### src/design/scan_out_pkg.sv
// Shared widths, select encodings and output reset levels for the scan-out path.
// Every registered output resets low, including the active-low blank and sync.

package scan_out_pkg;

    // Bits per colour channel, default for all stages
    localparam int COLOR_W = 8;

    // OSD colour code, one bit per channel, red in the MSB
    localparam int OSD_COLOR_W = 3;

    // Capture source, the high bit picks the decoder
    typedef enum logic [1:0] {
        SRC_ISL     = 2'd0,
        SRC_HDMIRX  = 2'd1,
        SRC_SDP     = 2'd2,
        SRC_SDP_ALT = 2'd3
    } capture_src_e;

    // Extra analog output modes
    typedef enum logic [1:0] {
        MODE_RGBHV    = 2'd0,
        MODE_RGBCS    = 2'd1,
        MODE_RGSB     = 2'd2,
        MODE_RGSB_ALT = 2'd3
    } extra_out_mode_e;

    // Reset level of hsync, vsync and de on every stage
    localparam logic PIX_CTRL_RST = 1'b0;

    // Analog DAC control levels after reset
    localparam logic VGA_BLANK_N_RST = 1'b0;
    localparam logic VGA_SYNC_N_RST  = 1'b0;

endpackage

### src/design/pixel_if.sv
// One pixel per clock with its syncs; no handshake, every cycle carries a pixel.
// Width follows COLOR_W of the instantiating level.

`timescale 1ns/1ns

interface pixel_if import scan_out_pkg::*; #(
    parameter int COLOR_W = scan_out_pkg::COLOR_W
);

    logic [COLOR_W-1:0] r;
    logic [COLOR_W-1:0] g;
    logic [COLOR_W-1:0] b;
    logic               hsync;
    logic               vsync;
    logic               de;

    // Producing stage
    modport src (
        output r, g, b, hsync, vsync, de
    );

    // Consuming stage
    modport snk (
        input r, g, b, hsync, vsync, de
    );

endinterface

### src/design/capture_select.sv
// Registers the selected source; one cycle from input pins to cap_o.
// All sources must already be on CLK27_i, no synchronisation happens here.

`timescale 1ns/1ns

module capture_select import scan_out_pkg::*; #(
    parameter int COLOR_W = scan_out_pkg::COLOR_W
) (
    input  logic               CLK27_i,
    input  logic               po_reset_n,
    input  capture_src_e       src_sel_i,
    input  logic [COLOR_W-1:0] isl_r_i,
    input  logic [COLOR_W-1:0] isl_g_i,
    input  logic [COLOR_W-1:0] isl_b_i,
    input  logic               isl_hs_i,
    input  logic               isl_vs_i,
    input  logic               isl_de_i,
    input  logic [COLOR_W-1:0] hdmirx_r_i,
    input  logic [COLOR_W-1:0] hdmirx_g_i,
    input  logic [COLOR_W-1:0] hdmirx_b_i,
    input  logic               hdmirx_hs_i,
    input  logic               hdmirx_vs_i,
    input  logic               hdmirx_de_i,
    input  logic [COLOR_W-1:0] sdp_r_i,
    input  logic [COLOR_W-1:0] sdp_g_i,
    input  logic [COLOR_W-1:0] sdp_b_i,
    input  logic               sdp_hs_i,
    input  logic               sdp_vs_i,
    input  logic               sdp_de_i,
    pixel_if.src               cap_o
);

    logic [3*COLOR_W+2:0] sel_pix;

    // Decoder wins whenever the high select bit is set
    always_comb begin
        case (src_sel_i)
            SRC_SDP, SRC_SDP_ALT: begin
                sel_pix = {sdp_r_i, sdp_g_i, sdp_b_i, sdp_hs_i, sdp_vs_i, sdp_de_i};
            end
            SRC_HDMIRX: begin
                sel_pix = {hdmirx_r_i, hdmirx_g_i, hdmirx_b_i,
                           hdmirx_hs_i, hdmirx_vs_i, hdmirx_de_i};
            end
            default: begin
                sel_pix = {isl_r_i, isl_g_i, isl_b_i, isl_hs_i, isl_vs_i, isl_de_i};
            end
        endcase
    end

    always_ff @(posedge CLK27_i or negedge po_reset_n) begin
        if (!po_reset_n) begin
            cap_o.r     <= '0;
            cap_o.g     <= '0;
            cap_o.b     <= '0;
            cap_o.hsync <= PIX_CTRL_RST;
            cap_o.vsync <= PIX_CTRL_RST;
            cap_o.de    <= PIX_CTRL_RST;
        end else begin
            {cap_o.r, cap_o.g, cap_o.b, cap_o.hsync, cap_o.vsync, cap_o.de} <= sel_pix;
        end
    end

endmodule

### src/design/osd_overlay.sv
// OSD colour replaces the pixel while osd_enable_i is high; syncs pass unchanged.
// out_o is the merged pixel, the HDMI pins follow it by one more register.

`timescale 1ns/1ns

module osd_overlay import scan_out_pkg::*; #(
    parameter int COLOR_W = scan_out_pkg::COLOR_W
) (
    input  logic                   CLK27_i,
    input  logic                   po_reset_n,
    pixel_if.snk                   cap_i,
    input  logic                   osd_enable_i,
    input  logic [OSD_COLOR_W-1:0] osd_color_i,
    pixel_if.src                   out_o,
    output logic [COLOR_W-1:0]     hdmitx_r_o,
    output logic [COLOR_W-1:0]     hdmitx_g_o,
    output logic [COLOR_W-1:0]     hdmitx_b_o,
    output logic                   hdmitx_hsync_o,
    output logic                   hdmitx_vsync_o,
    output logic                   hdmitx_de_o
);

    // Merge stage
    always_ff @(posedge CLK27_i or negedge po_reset_n) begin
        if (!po_reset_n) begin
            {out_o.r, out_o.g, out_o.b} <= '0;
            out_o.hsync <= PIX_CTRL_RST;
            out_o.vsync <= PIX_CTRL_RST;
            out_o.de    <= PIX_CTRL_RST;
        end else begin
            if (osd_enable_i) begin
                out_o.r <= {COLOR_W{osd_color_i[2]}};
                out_o.g <= {COLOR_W{osd_color_i[1]}};
                out_o.b <= {COLOR_W{osd_color_i[0]}};
            end else begin
                {out_o.r, out_o.g, out_o.b} <= {cap_i.r, cap_i.g, cap_i.b};
            end
            out_o.hsync <= cap_i.hsync;
            out_o.vsync <= cap_i.vsync;
            out_o.de    <= cap_i.de;
        end
    end

    // Launch register for the transmitter pins
    always_ff @(posedge CLK27_i or negedge po_reset_n) begin
        if (!po_reset_n) begin
            {hdmitx_r_o, hdmitx_g_o, hdmitx_b_o} <= '0;
            hdmitx_hsync_o <= PIX_CTRL_RST;
            hdmitx_vsync_o <= PIX_CTRL_RST;
            hdmitx_de_o    <= PIX_CTRL_RST;
        end else begin
            {hdmitx_r_o, hdmitx_g_o, hdmitx_b_o} <= {out_o.r, out_o.g, out_o.b};
            hdmitx_hsync_o <= out_o.hsync;
            hdmitx_vsync_o <= out_o.vsync;
            hdmitx_de_o    <= out_o.de;
        end
    end

endmodule

### src/design/analog_sync_format.sv
// Two enabled stages to the analog DAC; both hold while extra_out_en_i is low.
// Mode code 3 behaves as sync-on-green. Composite sync assumes active-low syncs.

`timescale 1ns/1ns

module analog_sync_format import scan_out_pkg::*; #(
    parameter int COLOR_W = scan_out_pkg::COLOR_W
) (
    input  logic               CLK27_i,
    input  logic               po_reset_n,
    pixel_if.snk               pix_i,
    input  logic               extra_out_en_i,
    input  extra_out_mode_e    mode_i,
    output logic [COLOR_W-1:0] vga_r_o,
    output logic [COLOR_W-1:0] vga_g_o,
    output logic [COLOR_W-1:0] vga_b_o,
    output logic               vga_hs_o,
    output logic               vga_vs_o,
    output logic               vga_blank_n_o,
    output logic               vga_sync_n_o
);

    logic [COLOR_W-1:0] r_pre, g_pre, b_pre;
    logic               hs_pre, vs_pre, blank_n_pre, sync_n_pre;
    logic               csync;
    logic               hs_nxt, vs_nxt, sync_n_nxt;

    assign csync = ~(pix_i.hsync ^ pix_i.vsync);

    always_comb begin
        case (mode_i)
            MODE_RGBHV: begin
                hs_nxt     = pix_i.hsync;
                vs_nxt     = pix_i.vsync;
                sync_n_nxt = 1'b0;
            end
            MODE_RGBCS: begin
                hs_nxt     = csync;
                vs_nxt     = 1'b1;
                sync_n_nxt = 1'b0;
            end
            // Sync also goes on green through the DAC sync input
            MODE_RGSB, MODE_RGSB_ALT: begin
                hs_nxt     = csync;
                vs_nxt     = 1'b1;
                sync_n_nxt = csync;
            end
            default: begin
                hs_nxt     = pix_i.hsync;
                vs_nxt     = pix_i.vsync;
                sync_n_nxt = 1'b0;
            end
        endcase
    end

    always_ff @(posedge CLK27_i or negedge po_reset_n) begin
        if (!po_reset_n) begin
            {r_pre, g_pre, b_pre} <= '0;
            hs_pre      <= PIX_CTRL_RST;
            vs_pre      <= PIX_CTRL_RST;
            blank_n_pre <= VGA_BLANK_N_RST;
            sync_n_pre  <= VGA_SYNC_N_RST;
            {vga_r_o, vga_g_o, vga_b_o} <= '0;
            vga_hs_o      <= PIX_CTRL_RST;
            vga_vs_o      <= PIX_CTRL_RST;
            vga_blank_n_o <= VGA_BLANK_N_RST;
            vga_sync_n_o  <= VGA_SYNC_N_RST;
        end else if (extra_out_en_i) begin
            {r_pre, g_pre, b_pre} <= {pix_i.r, pix_i.g, pix_i.b};
            hs_pre      <= hs_nxt;
            vs_pre      <= vs_nxt;
            blank_n_pre <= pix_i.de;
            sync_n_pre  <= sync_n_nxt;
            {vga_r_o, vga_g_o, vga_b_o} <= {r_pre, g_pre, b_pre};
            vga_hs_o      <= hs_pre;
            vga_vs_o      <= vs_pre;
            vga_blank_n_o <= blank_n_pre;
            vga_sync_n_o  <= sync_n_pre;
        end
    end

endmodule

### src/design/scan_out.sv
// Output path top: capture select, OSD merge, HDMI pins and extra analog output.
// Pins to HDMI take 3 cycles, pins to VGA 4 while extra_out_en_i stays high.

`timescale 1ns/1ns

module scan_out import scan_out_pkg::*; #(
    parameter int COLOR_W = scan_out_pkg::COLOR_W
) (
    input  logic                   CLK27_i,
    input  logic                   po_reset_n,
    input  capture_src_e           src_sel_i,
    input  logic [COLOR_W-1:0]     isl_r_i,
    input  logic [COLOR_W-1:0]     isl_g_i,
    input  logic [COLOR_W-1:0]     isl_b_i,
    input  logic                   isl_hs_i,
    input  logic                   isl_vs_i,
    input  logic                   isl_de_i,
    input  logic [COLOR_W-1:0]     hdmirx_r_i,
    input  logic [COLOR_W-1:0]     hdmirx_g_i,
    input  logic [COLOR_W-1:0]     hdmirx_b_i,
    input  logic                   hdmirx_hs_i,
    input  logic                   hdmirx_vs_i,
    input  logic                   hdmirx_de_i,
    input  logic [COLOR_W-1:0]     sdp_r_i,
    input  logic [COLOR_W-1:0]     sdp_g_i,
    input  logic [COLOR_W-1:0]     sdp_b_i,
    input  logic                   sdp_hs_i,
    input  logic                   sdp_vs_i,
    input  logic                   sdp_de_i,
    input  logic                   osd_enable_i,
    input  logic [OSD_COLOR_W-1:0] osd_color_i,
    input  logic                   extra_out_en_i,
    input  extra_out_mode_e        extra_out_mode_i,
    output logic [COLOR_W-1:0]     hdmitx_r_o,
    output logic [COLOR_W-1:0]     hdmitx_g_o,
    output logic [COLOR_W-1:0]     hdmitx_b_o,
    output logic                   hdmitx_hsync_o,
    output logic                   hdmitx_vsync_o,
    output logic                   hdmitx_de_o,
    output logic [COLOR_W-1:0]     vga_r_o,
    output logic [COLOR_W-1:0]     vga_g_o,
    output logic [COLOR_W-1:0]     vga_b_o,
    output logic                   vga_hs_o,
    output logic                   vga_vs_o,
    output logic                   vga_blank_n_o,
    output logic                   vga_sync_n_o
);

    pixel_if #(.COLOR_W(COLOR_W)) cap_bus ();
    pixel_if #(.COLOR_W(COLOR_W)) out_bus ();

    capture_select #(.COLOR_W(COLOR_W)) capture_select_i (
        .CLK27_i     (CLK27_i),
        .po_reset_n  (po_reset_n),
        .src_sel_i   (src_sel_i),
        .isl_r_i     (isl_r_i),
        .isl_g_i     (isl_g_i),
        .isl_b_i     (isl_b_i),
        .isl_hs_i    (isl_hs_i),
        .isl_vs_i    (isl_vs_i),
        .isl_de_i    (isl_de_i),
        .hdmirx_r_i  (hdmirx_r_i),
        .hdmirx_g_i  (hdmirx_g_i),
        .hdmirx_b_i  (hdmirx_b_i),
        .hdmirx_hs_i (hdmirx_hs_i),
        .hdmirx_vs_i (hdmirx_vs_i),
        .hdmirx_de_i (hdmirx_de_i),
        .sdp_r_i     (sdp_r_i),
        .sdp_g_i     (sdp_g_i),
        .sdp_b_i     (sdp_b_i),
        .sdp_hs_i    (sdp_hs_i),
        .sdp_vs_i    (sdp_vs_i),
        .sdp_de_i    (sdp_de_i),
        .cap_o       (cap_bus)
    );

    osd_overlay #(.COLOR_W(COLOR_W)) osd_overlay_i (
        .CLK27_i        (CLK27_i),
        .po_reset_n     (po_reset_n),
        .cap_i          (cap_bus),
        .osd_enable_i   (osd_enable_i),
        .osd_color_i    (osd_color_i),
        .out_o          (out_bus),
        .hdmitx_r_o     (hdmitx_r_o),
        .hdmitx_g_o     (hdmitx_g_o),
        .hdmitx_b_o     (hdmitx_b_o),
        .hdmitx_hsync_o (hdmitx_hsync_o),
        .hdmitx_vsync_o (hdmitx_vsync_o),
        .hdmitx_de_o    (hdmitx_de_o)
    );

    // Taps the merged pixel ahead of the HDMI launch register
    analog_sync_format #(.COLOR_W(COLOR_W)) analog_sync_format_i (
        .CLK27_i        (CLK27_i),
        .po_reset_n     (po_reset_n),
        .pix_i          (out_bus),
        .extra_out_en_i (extra_out_en_i),
        .mode_i         (extra_out_mode_i),
        .vga_r_o        (vga_r_o),
        .vga_g_o        (vga_g_o),
        .vga_b_o        (vga_b_o),
        .vga_hs_o       (vga_hs_o),
        .vga_vs_o       (vga_vs_o),
        .vga_blank_n_o  (vga_blank_n_o),
        .vga_sync_n_o   (vga_sync_n_o)
    );

endmodule

### config.mk
export PLATFORM = sky130hd
export DESIGN_NAME = scan_out
export DESIGN_NICKNAME = d
export VERILOG_FILES = /design/src/design/scan_out_pkg.sv /design/src/design/pixel_if.sv /design/src/design/capture_select.sv /design/src/design/osd_overlay.sv /design/src/design/analog_sync_format.sv /design/src/design/scan_out.sv
export SDC_FILE = /design/constraint.sdc
export NUM_CORES = 1
export LEC_CHECK = 0
export ABC_CLOCK_PERIOD_IN_PS = 2800
export BUFFER_PORTS_ARGS = -buffer_cell sky130_fd_sc_hd__clkbuf_2
export CAP_MARGIN = 20
export CORE_MARGIN = 2
export CORE_UTILIZATION = 55
export CTS_CLUSTER_SIZE = 12
export DETAILED_ROUTE_END_ITERATION = 7
export GPL_TIMING_DRIVEN = 0
export PLACE_DENSITY_LB_ADDON = 0.25
export RECOVER_POWER = 100
export SLEW_MARGIN = 20
export SYNTH_ARGS = -nofsm -noshare
export SYNTH_HDL_FRONTEND = slang
export SYNTH_HIERARCHICAL = 1
export SYNTH_SLANG_ARGS = --single-unit
### constraint.sdc
create_clock -name CLK27_i -period 2.8 [get_ports CLK27_i]
set_clock_uncertainty 0.15 [all_clocks]
set_input_delay 0.14 -clock CLK27_i [delete_from_list [all_inputs] [get_ports CLK27_i]]
set_output_delay 0.14 -clock CLK27_i [all_outputs]
set_load 0.01 [all_outputs]
==> impl_metrics.py, run 1 <==
metrics = {
    "floorplan": {
        "fp.dieH_um": 101,
        "pin_count": 147,
        "die_x_um": 101,
        "dieArea_um2": 10100,
        "rows": 35,
        "core-area_um2": 9150,
        "floorplan.initialDensity": 0.562,
    },
    "power": {
        "combinationalPowerShare": 0.127,
        "p_sw_frac": 0.232,
        "p_per_area_nw_per_um2": 719,
        "finalPower_uw": 5090,
        "p_seq_frac": 0.458,
        "leakage_uw": 0.00329,
        "internal_power_uw": 3910,
        "power.switching_uw": 1180,
        "max-vdd-ir-drop_v": 0.000450,
        "p_clk_frac": 0.415,
    },
    "timing": {
        "tightest_slew_ns": 1.47,
        "finalSetupTns_ns": 0,
        "slew_violations": 0,
        "hold_viol_final": 0,
        "setup_viol": 0,
        "holdWs_ns": 0.197,
        "relSlewSlack": 0.0203,
        "period_needed_ns": 2.03,
        "rsz0062_at_grt": "false",
        "fmax_ghz": 0.494,
        "post-route-period-util": 0.724,
    },
    "worst_setup_path": {
        "critPathSlowestCell": "dlygate4sd3_1",
        "critPathBufInv": 5,
        "path_delay_family": "buffers and inverters",
        "startpoint_type": "input port",
        "critPathMaxFanout": 10,
        "timing.rr.start": "osd_overlay_i/out_o.vsync",
        "critPathArrivalTime_ns": 2.31,
        "crit_type": "in -> reg",
        "cp-end-kind": "flop",
        "cp-startpoint": "extra_out_en_i",
        "crit_path_max_incr_delay_ns": 0.55,
        "path_cells": "dlygate4sd3_1 > clkbuf_1 > clkbuf_1 > buf_6 > nor2_1 > a21oi_1 > dlygate4sd3_1",
        "cp_data_required_time_ns": 3.08,
    },
    "global_route": {
        "antenna_found_initial": 0,
        "grt_pass1_wl_um": 16900,
        "grt_util_all_layers": 0.223,
        "overflow": 0,
        "grt_max_degree": 77,
        "grt_pass1_vias": 3594,
    },
    "clocking": {
        "cts_sinks": 137,
        "root_buffer": "clkbuf_8",
        "cts_tree": "built",
        "cts_setup_buffers": 0,
        "path_clk_slew_ns": 0.06,
        "cts_buffers": 17,
        "clk_latency_ns": 0.49,
        "cts_buffer_depth": 2,
        "cts_htree_levels": 4,
    },
    "drt": {
        "vias": 3340,
        "ant_nets": 0,
        "wire_per_inst_um": 15.7,
        "wl_um": 10700,
        "vias_per_cell": 4.90,
        "drt_iter0_drc": 124,
        "drc": 0,
        "first_pass_iters": 4,
    },
    "synthesis": {
        "yosysMostFrequentCell": "dfrtp_1",
        "synth_edf_count": 0,
        "synth_commonest_cells": "dfrtp_1, mux2_2, mux2i_1, nand2_1, mux2_4",
        "syn_area_um2": 5140,
        "ys_warn_count": 6,
        "yosys_most_used_dff": "dfrtp_1",
        "syn_nets": 417,
        "yosys.area.top_type_share": 0.667,
        "ys_types": 21,
        "async_reset_ff_frac": 1.00,
        "ys_seq_elements": 137,
        "avgSynthCellArea_um2": 15.8,
        "syn_inst": 325,
        "yosys-top-cells-area": "dfrtp_1, mux2_2, mux2_4",
        "yosysSeqAreaShare": 0.667,
        "synth_top_cell_by_area": "dfrtp_1",
    },
    "cells_and_area": {
        "nNetsFinal": 650,
        "drive_gt1_frac": 0.312,
        "diodes": 0,
        "syn_to_final_growth_pct": 37.9,
    },
    "min_path": {
        "holdCritStartpoint": "capture_select_i/cap_o.de",
        "worstHoldPathType": "reg -> reg",
    },
    "placed_design": {
        "dpl.hpwl_um": 6570,
        "place.gp.congestion": 0.744,
        "numPortBuffers": 142,
    },
    "job": {
        "max_cap_viol_count": 0,
    },
    "run_status": {
        "outcome": "completed",
    },
}
worst reg2reg max path: cells and delay by family (launching register included):
kind / cells / cell delay [ns]
flops: 1 / 0.41
simple gates: 1 / 0.15
buf+inv: 1 / 0.55
compound gates: 1 / 0.09
cells in the final DEF (no fill, tap or decap), types with 3 or more instances in the layout:
cell | synthesis | routed
clkinv_4 | 0 | 4
mux2i_1 | 27 | 27
mux2_2 | 53 | 53
o21ai_0 | 8 | 28
clkinv_2 | 0 | 4
nand2_1 | 27 | 27
mux2_1 | 0 | 22
clkbuf_16 | 0 | 16
bufinv_16 | 0 | 3
dfrtp_1 | 137 | 137
clkbuf_1 | 4 | 70
dlygate4sd3_1 | 0 | 71
clkbuf_2 | 0 | 87
metal layers:
metal  track usage  wire (um)  vias up
met2         0.396       5620      123
met1         0.260       4410     1617
met4        0.0727         99        0
met5             0          0        -
li1              -          -     1590
met3        0.0624        525       10
area by class of cell:
class | instances | area, um2
Tap cell | 111 | 139
Fill cell | 583 | 2060
Multi-Input combinational cell | 168 | 1440
Inverter | 1 | 3.75
Sequential cell | 137 | 3430
Clock inverter | 12 | 153
Clock buffer | 19 | 422
Timing Repair Buffer | 214 | 1380
Buffer | 19 | 124
per-stage QoR:
step                cell area (um2)  setup slack, ns   util  std cells
floorplan                      5140             1.74      -        325
global placement               5990           -0.508  0.655        578
detailed placement             6030             1.62  0.659        579
CTS                            7310             1.07  0.799        681
global route                   7090            0.688  0.774        681
finish                         7090            0.774  0.774        681
path summary, 6_finish.rpt:
kind / end / slack [ns] / cells after the start
min in group asynchronous: osd_overlay_i/hdmitx_g_o[2] / 0.39 / 2
hold reg to reg: osd_overlay_i/out_o.de / 0.20 / 0
setup reg to reg: analog_sync_format_i/vs_pre / 1.35 / 3
setup / recovery: analog_sync_format_i/vs_pre / 0.77 / 7
max in group asynchronous: osd_overlay_i/out_o.b[6] / 1.12 / 3
hold / removal: osd_overlay_i/out_o.de / 0.20 / 0
logic make-up (layout without fill, tap and decap cells):
kind of cell              Yosys count  after routing  share of synthesized area
DFF                               137            137                      0.667
muxes                             104            104                      0.239
xor gates and xnor gates            2              2                    0.00341
and+or+nand+nor                    31             31                     0.0231
buffers and inverters              20            265                     0.0365
AOI/OAI and AO/OA                  31             31                     0.0314
power groups by stage:
stage	clock, uW	combinational (uW)	sequential, uW
final	2120	646	2330
after global routing	2260	707	2360
after CTS	2150	718	2340
after detailed placement	0	621	2370
after global placement	0	596	2350
after floorplan	0	293	2390
timing repair:
item / CTS / global route
hold buffers: 71 / 0
gates resized for setup: 0 / 0
endpoints found under the hold margin: 200 / 0
Note: power is estimated with default switching activity, not from simulation.
==> run 2: changes to the inputs <==
--- a/config.mk
+++ b/config.mk
@@ -5,11 +5,11 @@
 export SDC_FILE = /design/constraint.sdc
 export NUM_CORES = 1
 export LEC_CHECK = 0
-export ABC_CLOCK_PERIOD_IN_PS = 2800
+export ABC_CLOCK_PERIOD_IN_PS = 1800
 export BUFFER_PORTS_ARGS = -buffer_cell sky130_fd_sc_hd__clkbuf_2
 export CAP_MARGIN = 20
 export CORE_MARGIN = 2
-export CORE_UTILIZATION = 55
+export CORE_UTILIZATION = 46
 export CTS_CLUSTER_SIZE = 12
 export DETAILED_ROUTE_END_ITERATION = 7
 export GPL_TIMING_DRIVEN = 0
==> constraint.sdc (replaced) <==
create_clock -name CLK27_i -period 1.8 [get_ports CLK27_i]
set_clock_uncertainty 0.15 [all_clocks]
set_input_delay 0.09 -clock CLK27_i [delete_from_list [all_inputs] [get_ports CLK27_i]]
set_output_delay 0.09 -clock CLK27_i [all_outputs]
set_load 0.01 [all_outputs]
==> impl_metrics.py, run 2 (synthesized netlist as in run 1, its figures left out) <==
metrics = {
    "run_status": {
        "outcome": "completed",
    },
    "clocking": {
        "path_clk_slew_ns": 0.06,
        "cts_buffers": 17,
        "cts-resized-gates": 0,
        "root_buffer": "clkbuf_8",
        "cts_tree": "built",
        "cts_sinks": 137,
        "cts_buffer_depth": 2,
        "clk_latency_ns": 0.51,
        "cts_htree_levels": 4,
    },
    "worst_setup_path": {
        "startpoint_type": "input port",
        "critPathBufInv": 4,
        "crit_type": "in -> reg",
        "crit_path_frequent_cell": "dlygate4sd3_1",
        "crit_path_max_incr_delay_ns": 0.57,
        "critPathMaxFanout": 1,
        "cp-end-kind": "flop",
        "critPathSlowestCell": "dlygate4sd3_1",
        "critPathArrivalTime_ns": 2.01,
        "path_cells": "dlygate4sd3_1 > clkbuf_2 > nand2_1 > dlygate4sd3_1 > o21ai_1 > dlygate4sd3_1",
        "path_delay_family": "buffers and inverters",
        "cp_data_required_time_ns": 2.04,
    },
    "cells_and_area": {
        "num-fill-cells": 822,
        "final_cells": 732,
        "diodes": 0,
        "final_cell_mix": "dfrtp_1, dlygate4sd3_1, clkbuf_2",
        "final_util": 0.675,
        "nNetsFinal": 673,
        "multiInputGateArea_um2": 1460,
        "ff_latch_area_um2": 3430,
        "syn_to_final_growth_pct": 43.0,
        "drive_gt1_frac": 0.302,
        "final_common_cell": "dfrtp_1",
    },
    "power": {
        "leakage_uw": 0.00337,
        "p_per_area_nw_per_um2": 1060,
        "max-vdd-ir-drop_v": 0.000525,
    },
    "timing": {
        "slew_violations": 0,
        "hold_viol_final": 0,
        "period_needed_ns": 1.77,
        "worst_slack_ns": 0.0336,
        "fmax_ghz": 0.566,
        "post-route-period-util": 0.981,
        "rsz0062_at_grt": "false",
        "relSlewSlack": 0.561,
        "tightest_slew_ns": 0.659,
        "setup_viol": 0,
        "finalSetupTns_ns": 0,
    },
    "floorplan": {
        "fp.dieH_um": 110,
        "pin_count": 147,
        "dieArea_um2": 12000,
        "rows": 38,
        "floorplan.initialDensity": 0.472,
        "core-area_um2": 10900,
        "die_x_um": 110,
    },
    "drt": {
        "wl_um": 11100,
        "vias_per_cell": 4.74,
        "drt_iter0_drc": 99,
        "wire_per_inst_um": 15.1,
        "drc": 0,
        "first_pass_iters": 4,
        "ant_nets": 0,
        "vias": 3471,
    },
    "placed_design": {
        "preCtsSetupSlack_ns": 0.680,
        "dpl.hpwl_um": 6760,
        "numPortBuffers": 142,
        "place.gp.congestion": 0.725,
        "dp.cells": 608,
    },
    "global_route": {
        "grt_max_degree": 82,
        "grt_pass1_wl_um": 17900,
        "grt_pass1_vias": 3722,
        "overflow": 0,
        "antenna_found_initial": 0,
        "grt_util_all_layers": 0.201,
    },
    "job": {
        "max_cap_viol_count": 0,
    },
    "min_path": {
        "worstHoldPathType": "in -> reg",
    },
}
## run 2: cell types whose count changed in the layout (fill, tap and decap cells not counted), moves of 2 or more
| cell | delta |
|---|---|
| clkinv_2 | -3 |
| clkbuf_1 | +2 |
| dlygate4sd3_1 | +23 |
| mux2_4 | +4 |
| bufinv_16 | -3 |
| clkbuf_2 | -2 |
| clkinv_4 | -4 |
| o21ai_1 | +12 |
| o21ai_0 | -13 |
| clkbuf_8 | +9 |
| mux2_1 | -3 |
## run 2: final timing paths
check	from	endpoint	slack, ns	depth (start not counted)
setup / recovery	sdp_b_i[1]	capture_select_i/cap_o.b[1]	0.03	6
hold / removal	src_sel_i[1]	capture_select_i/cap_o.g[5]	0.1	3
setup reg to reg	osd_overlay_i/out_o.vsync	analog_sync_format_i/vs_pre	0.26	3
max in group asynchronous	po_reset_n	osd_overlay_i/hdmitx_b_o[7]	0.25	4
hold reg to reg	capture_select_i/cap_o.de	osd_overlay_i/out_o.de	0.21	0
min in group asynchronous	po_reset_n	capture_select_i/cap_o.g[4]	0.49	3
## run 2: area by class of cell
| class | count | area share |
|---|---|---|
| sequential | 137 | 0.466 |
| timing repair buffer | 237 | 0.219 |
| multi-input combinational | 168 | 0.198 |
| clock buffer | 29 | 0.0734 |
| tap | 140 | 0.0238 |
| buffer | 19 | 0.0179 |
| clock inverter | 1 | 0.000681 |
| inverter | 1 | 0.000511 |
## run 2: repair_timing
action	CTS	global route
hold endpoints to repair	205	2
endpoints found under the setup margin	0	3
buffers inserted	0	0
hold buffers	93	4
## run 2: power by group
part	internal, uW	leakage [uW]	switching, uW
registers	3450	0.00162	173
clock network	1970	0.000271	1140
logic	581	0.00148	475
## run 2: layer usage
| metal | vias up | wire (um) | global-route usage |
|---|---|---|---|
| met5 | - | 0 | 0 |
| met4 | 0 | 185 | 0.0769 |
| met3 | 17 | 535 | 0.0486 |
| met2 | 120 | 5740 | 0.360 |
| met1 | 1708 | 4630 | 0.233 |
| li1 | 1626 | - | - |
## run 2: worst reg2reg max path: stages (launching register included)
cell and delay, ns:
dfrtp_1 0.41, nor3_1 0.20, a21oi_1 0.10, dlygate4sd3_1 0.56
## run 2: through the flow
| step | hold WS (ns) | instance area (um2) | power (uW) |
|---|---|---|---|
| global route | 0.135 | 7350 | 8170 |
| detailed placement | -0.0746 | 6060 | 4650 |
| CTS | 0.203 | 7540 | 7940 |
| floorplan | -0.356 | 5140 | 4170 |
| global placement | 0.158 | 6030 | 4600 |
| finish | 0.0966 | 7350 | 7790 |
==> run 3: changes to the inputs <==
--- a/config.mk
+++ b/config.mk
@@ -7,7 +7,7 @@
 export LEC_CHECK = 0
 export ABC_CLOCK_PERIOD_IN_PS = 1800
 export BUFFER_PORTS_ARGS = -buffer_cell sky130_fd_sc_hd__clkbuf_2
-export CAP_MARGIN = 20
+export CAP_MARGIN = 30
 export CORE_MARGIN = 2
 export CORE_UTILIZATION = 46
 export CTS_CLUSTER_SIZE = 12
==> constraint.sdc (replaced) <==
create_clock -name CLK27_i -period 1.8 [get_ports CLK27_i]
set_clock_uncertainty 0.15 [all_clocks]
set_input_delay 0.18 -clock CLK27_i [delete_from_list [all_inputs] [get_ports CLK27_i]]
set_output_delay 0.18 -clock CLK27_i [all_outputs]
set_load 0.01 [all_outputs]
==> impl_metrics.py, run 3 (synthesized netlist as in run 1, its figures left out) <==
metrics = {
    "run_status": {
        "outcome": "completed",
    },
    "clocking": {
        "clk_latency_ns": 0.51,
        "root_buffer": "clkbuf_8",
        "path_clk_slew_ns": 0.06,
        "cts_buffer_depth": 2,
        "cts_htree_levels": 4,
        "cts_buffers": 17,
        "cts_setup_buffers": 0,
        "cts_sinks": 137,
        "cts_tree": "built",
    },
    "timing": {
        "rsz0062_at_grt": "false",
        "slew_violations": 0,
        "relSlewSlack": 0.537,
        "worst_slack_ns": 0.282,
        "hold_viol_final": 0,
        "fmax_ghz": 0.659,
        "period_needed_ns": 1.52,
        "setup_viol": 0,
        "tightest_slew_ns": 0.695,
        "post-route-period-util": 0.843,
    },
    "power": {
        "leakage_uw": 0.00331,
        "p_per_area_nw_per_um2": 1080,
        "max-vdd-ir-drop_v": 0.000526,
        "p_sw_frac": 0.227,
        "power.switching_uw": 1750,
        "finalPower_uw": 7710,
        "combinationalPowerShare": 0.129,
        "p_clk_frac": 0.401,
        "p_seq_frac": 0.470,
        "internal_power_uw": 5960,
    },
    "drt": {
        "drt_iter0_drc": 126,
        "ant_nets": 0,
        "first_pass_iters": 4,
        "vias_per_cell": 4.70,
        "wire_per_inst_um": 14.6,
        "wl_um": 10400,
        "vias": 3334,
        "drc": 0,
    },
    "worst_setup_path": {
        "timing.rr.start": "capture_select_i/cap_o.g[7]",
        "reg2reg_to": "osd_overlay_i/out_o.g[7]",
        "cp-startpoint": "osd_enable_i",
        "cp-end-kind": "flop",
        "crit_type": "in -> reg",
        "startpoint_type": "input port",
        "cp_data_required_time_ns": 2.02,
        "critPathMaxFanout": 10,
        "ff2ff_path_depth": 2,
        "r2r_slack_ns": 0.38,
        "critPathArrivalTime_ns": 1.74,
    },
    "job": {
        "max_cap_viol_count": 0,
    },
    "cells_and_area": {
        "num-fill-cells": 840,
        "syn_to_final_growth_pct": 38.4,
        "nNetsFinal": 651,
        "final_cell_mix": "dfrtp_1, clkbuf_2, dlygate4sd3_1",
        "final_util": 0.654,
        "drive_gt1_frac": 0.318,
        "final_common_cell": "dfrtp_1",
        "diodes": 0,
    },
    "floorplan": {
        "floorplan.initialDensity": 0.472,
        "pin_count": 147,
        "dieArea_um2": 12000,
        "rows": 38,
        "core-area_um2": 10900,
        "die_x_um": 110,
        "fp.dieH_um": 110,
    },
    "min_path": {
        "worstHoldPathType": "in -> async",
    },
    "placed_design": {
        "dpl.hpwl_um": 6760,
        "place.gp.congestion": 0.725,
        "preCtsSetupSlack_ns": 0.590,
        "numPortBuffers": 142,
    },
    "global_route": {
        "grt_util_all_layers": 0.183,
        "grt_pass1_wl_um": 16300,
        "grt_pass1_vias": 3429,
        "antenna_found_initial": 0,
        "grt_max_degree": 82,
        "overflow": 0,
    },
}
-- run 3: cell count changes in the layout (fill, tap and decap cells not counted), sizes merged --
cell / change
dlygate4sd3: -22
buf: +3
clkbuf: -3
-- run 3: worst max-delay path: stages --
cell and delay, ns:
dlygate4sd3_1 0.54, buf_6 0.13, clkbuf_1 0.46, mux2_1 0.42
-- run 3: metal layers --
layer	routed length, um	part of all wire	global-route usage	vias to the layer above
met1	4520	0.44	0.213	1615
li1	-	-	-	1583
met5	0	0	0	-
met3	508	0.049	0.0486	18
met4	185	0.018	0.0814	0
met2	5140	0.50	0.317	118
-- run 3: repair_timing --
action / in CTS / in global routing
hold buffers: 68 / 9
setup endpoints to repair: 0 / 5
hold endpoints to repair: 200 / 4
resized for setup: 0 / 1
-- run 3: stage by stage --
step | cell area (um2) | std cells | hold slack, ns | setup TNS (ns)
finish | 7120 | 710 | 0.0231 | 0
global route | 7120 | 710 | 0.0570 | 0
CTS | 7290 | 706 | 0.0364 | 0
detailed placement | 6060 | 608 | 0.0154 | 0
global placement | 6030 | 607 | 0.189 | -213.18
floorplan | 5140 | 325 | -0.266 | 0
-- run 3: layout make-up --
type	count	area, um2	share of cell area
sequential	137	3430	0.482
multi-input combinational	168	1440	0.202
timing repair buffer	215	1380	0.194
clock buffer	29	539	0.0758
tap	140	175	0.0246
buffer	19	144	0.0202
clock inverter	1	5.00	0.000703
inverter	1	3.75	0.000527
-- run 3: power by group through the flow --
stage / registers, uW / logic [uW] / clock network [uW]
CTS: 3630 / 1110 / 3160
finish: 3620 / 994 / 3090
global route: 3670 / 1100 / 3320
floorplan: 3720 / 455 / 0
global placement: 3660 / 935 / 0
detailed placement: 3680 / 967 / 0
-- run 3: worst max-delay path by stage --
stage | to | cells after the start
6_report | osd_overlay_i/out_o.b[7] | 4
5_1_grt | osd_overlay_i/out_o.hsync | 3
4_1_cts | capture_select_i/cap_o.de | 6
3_5_place_dp | analog_sync_format_i/b_pre[0] | 3
3_3_place_gp | analog_sync_format_i/vga_b_o[2] | 1
2_1_floorplan | analog_sync_format_i/vga_g_o[0] | 4
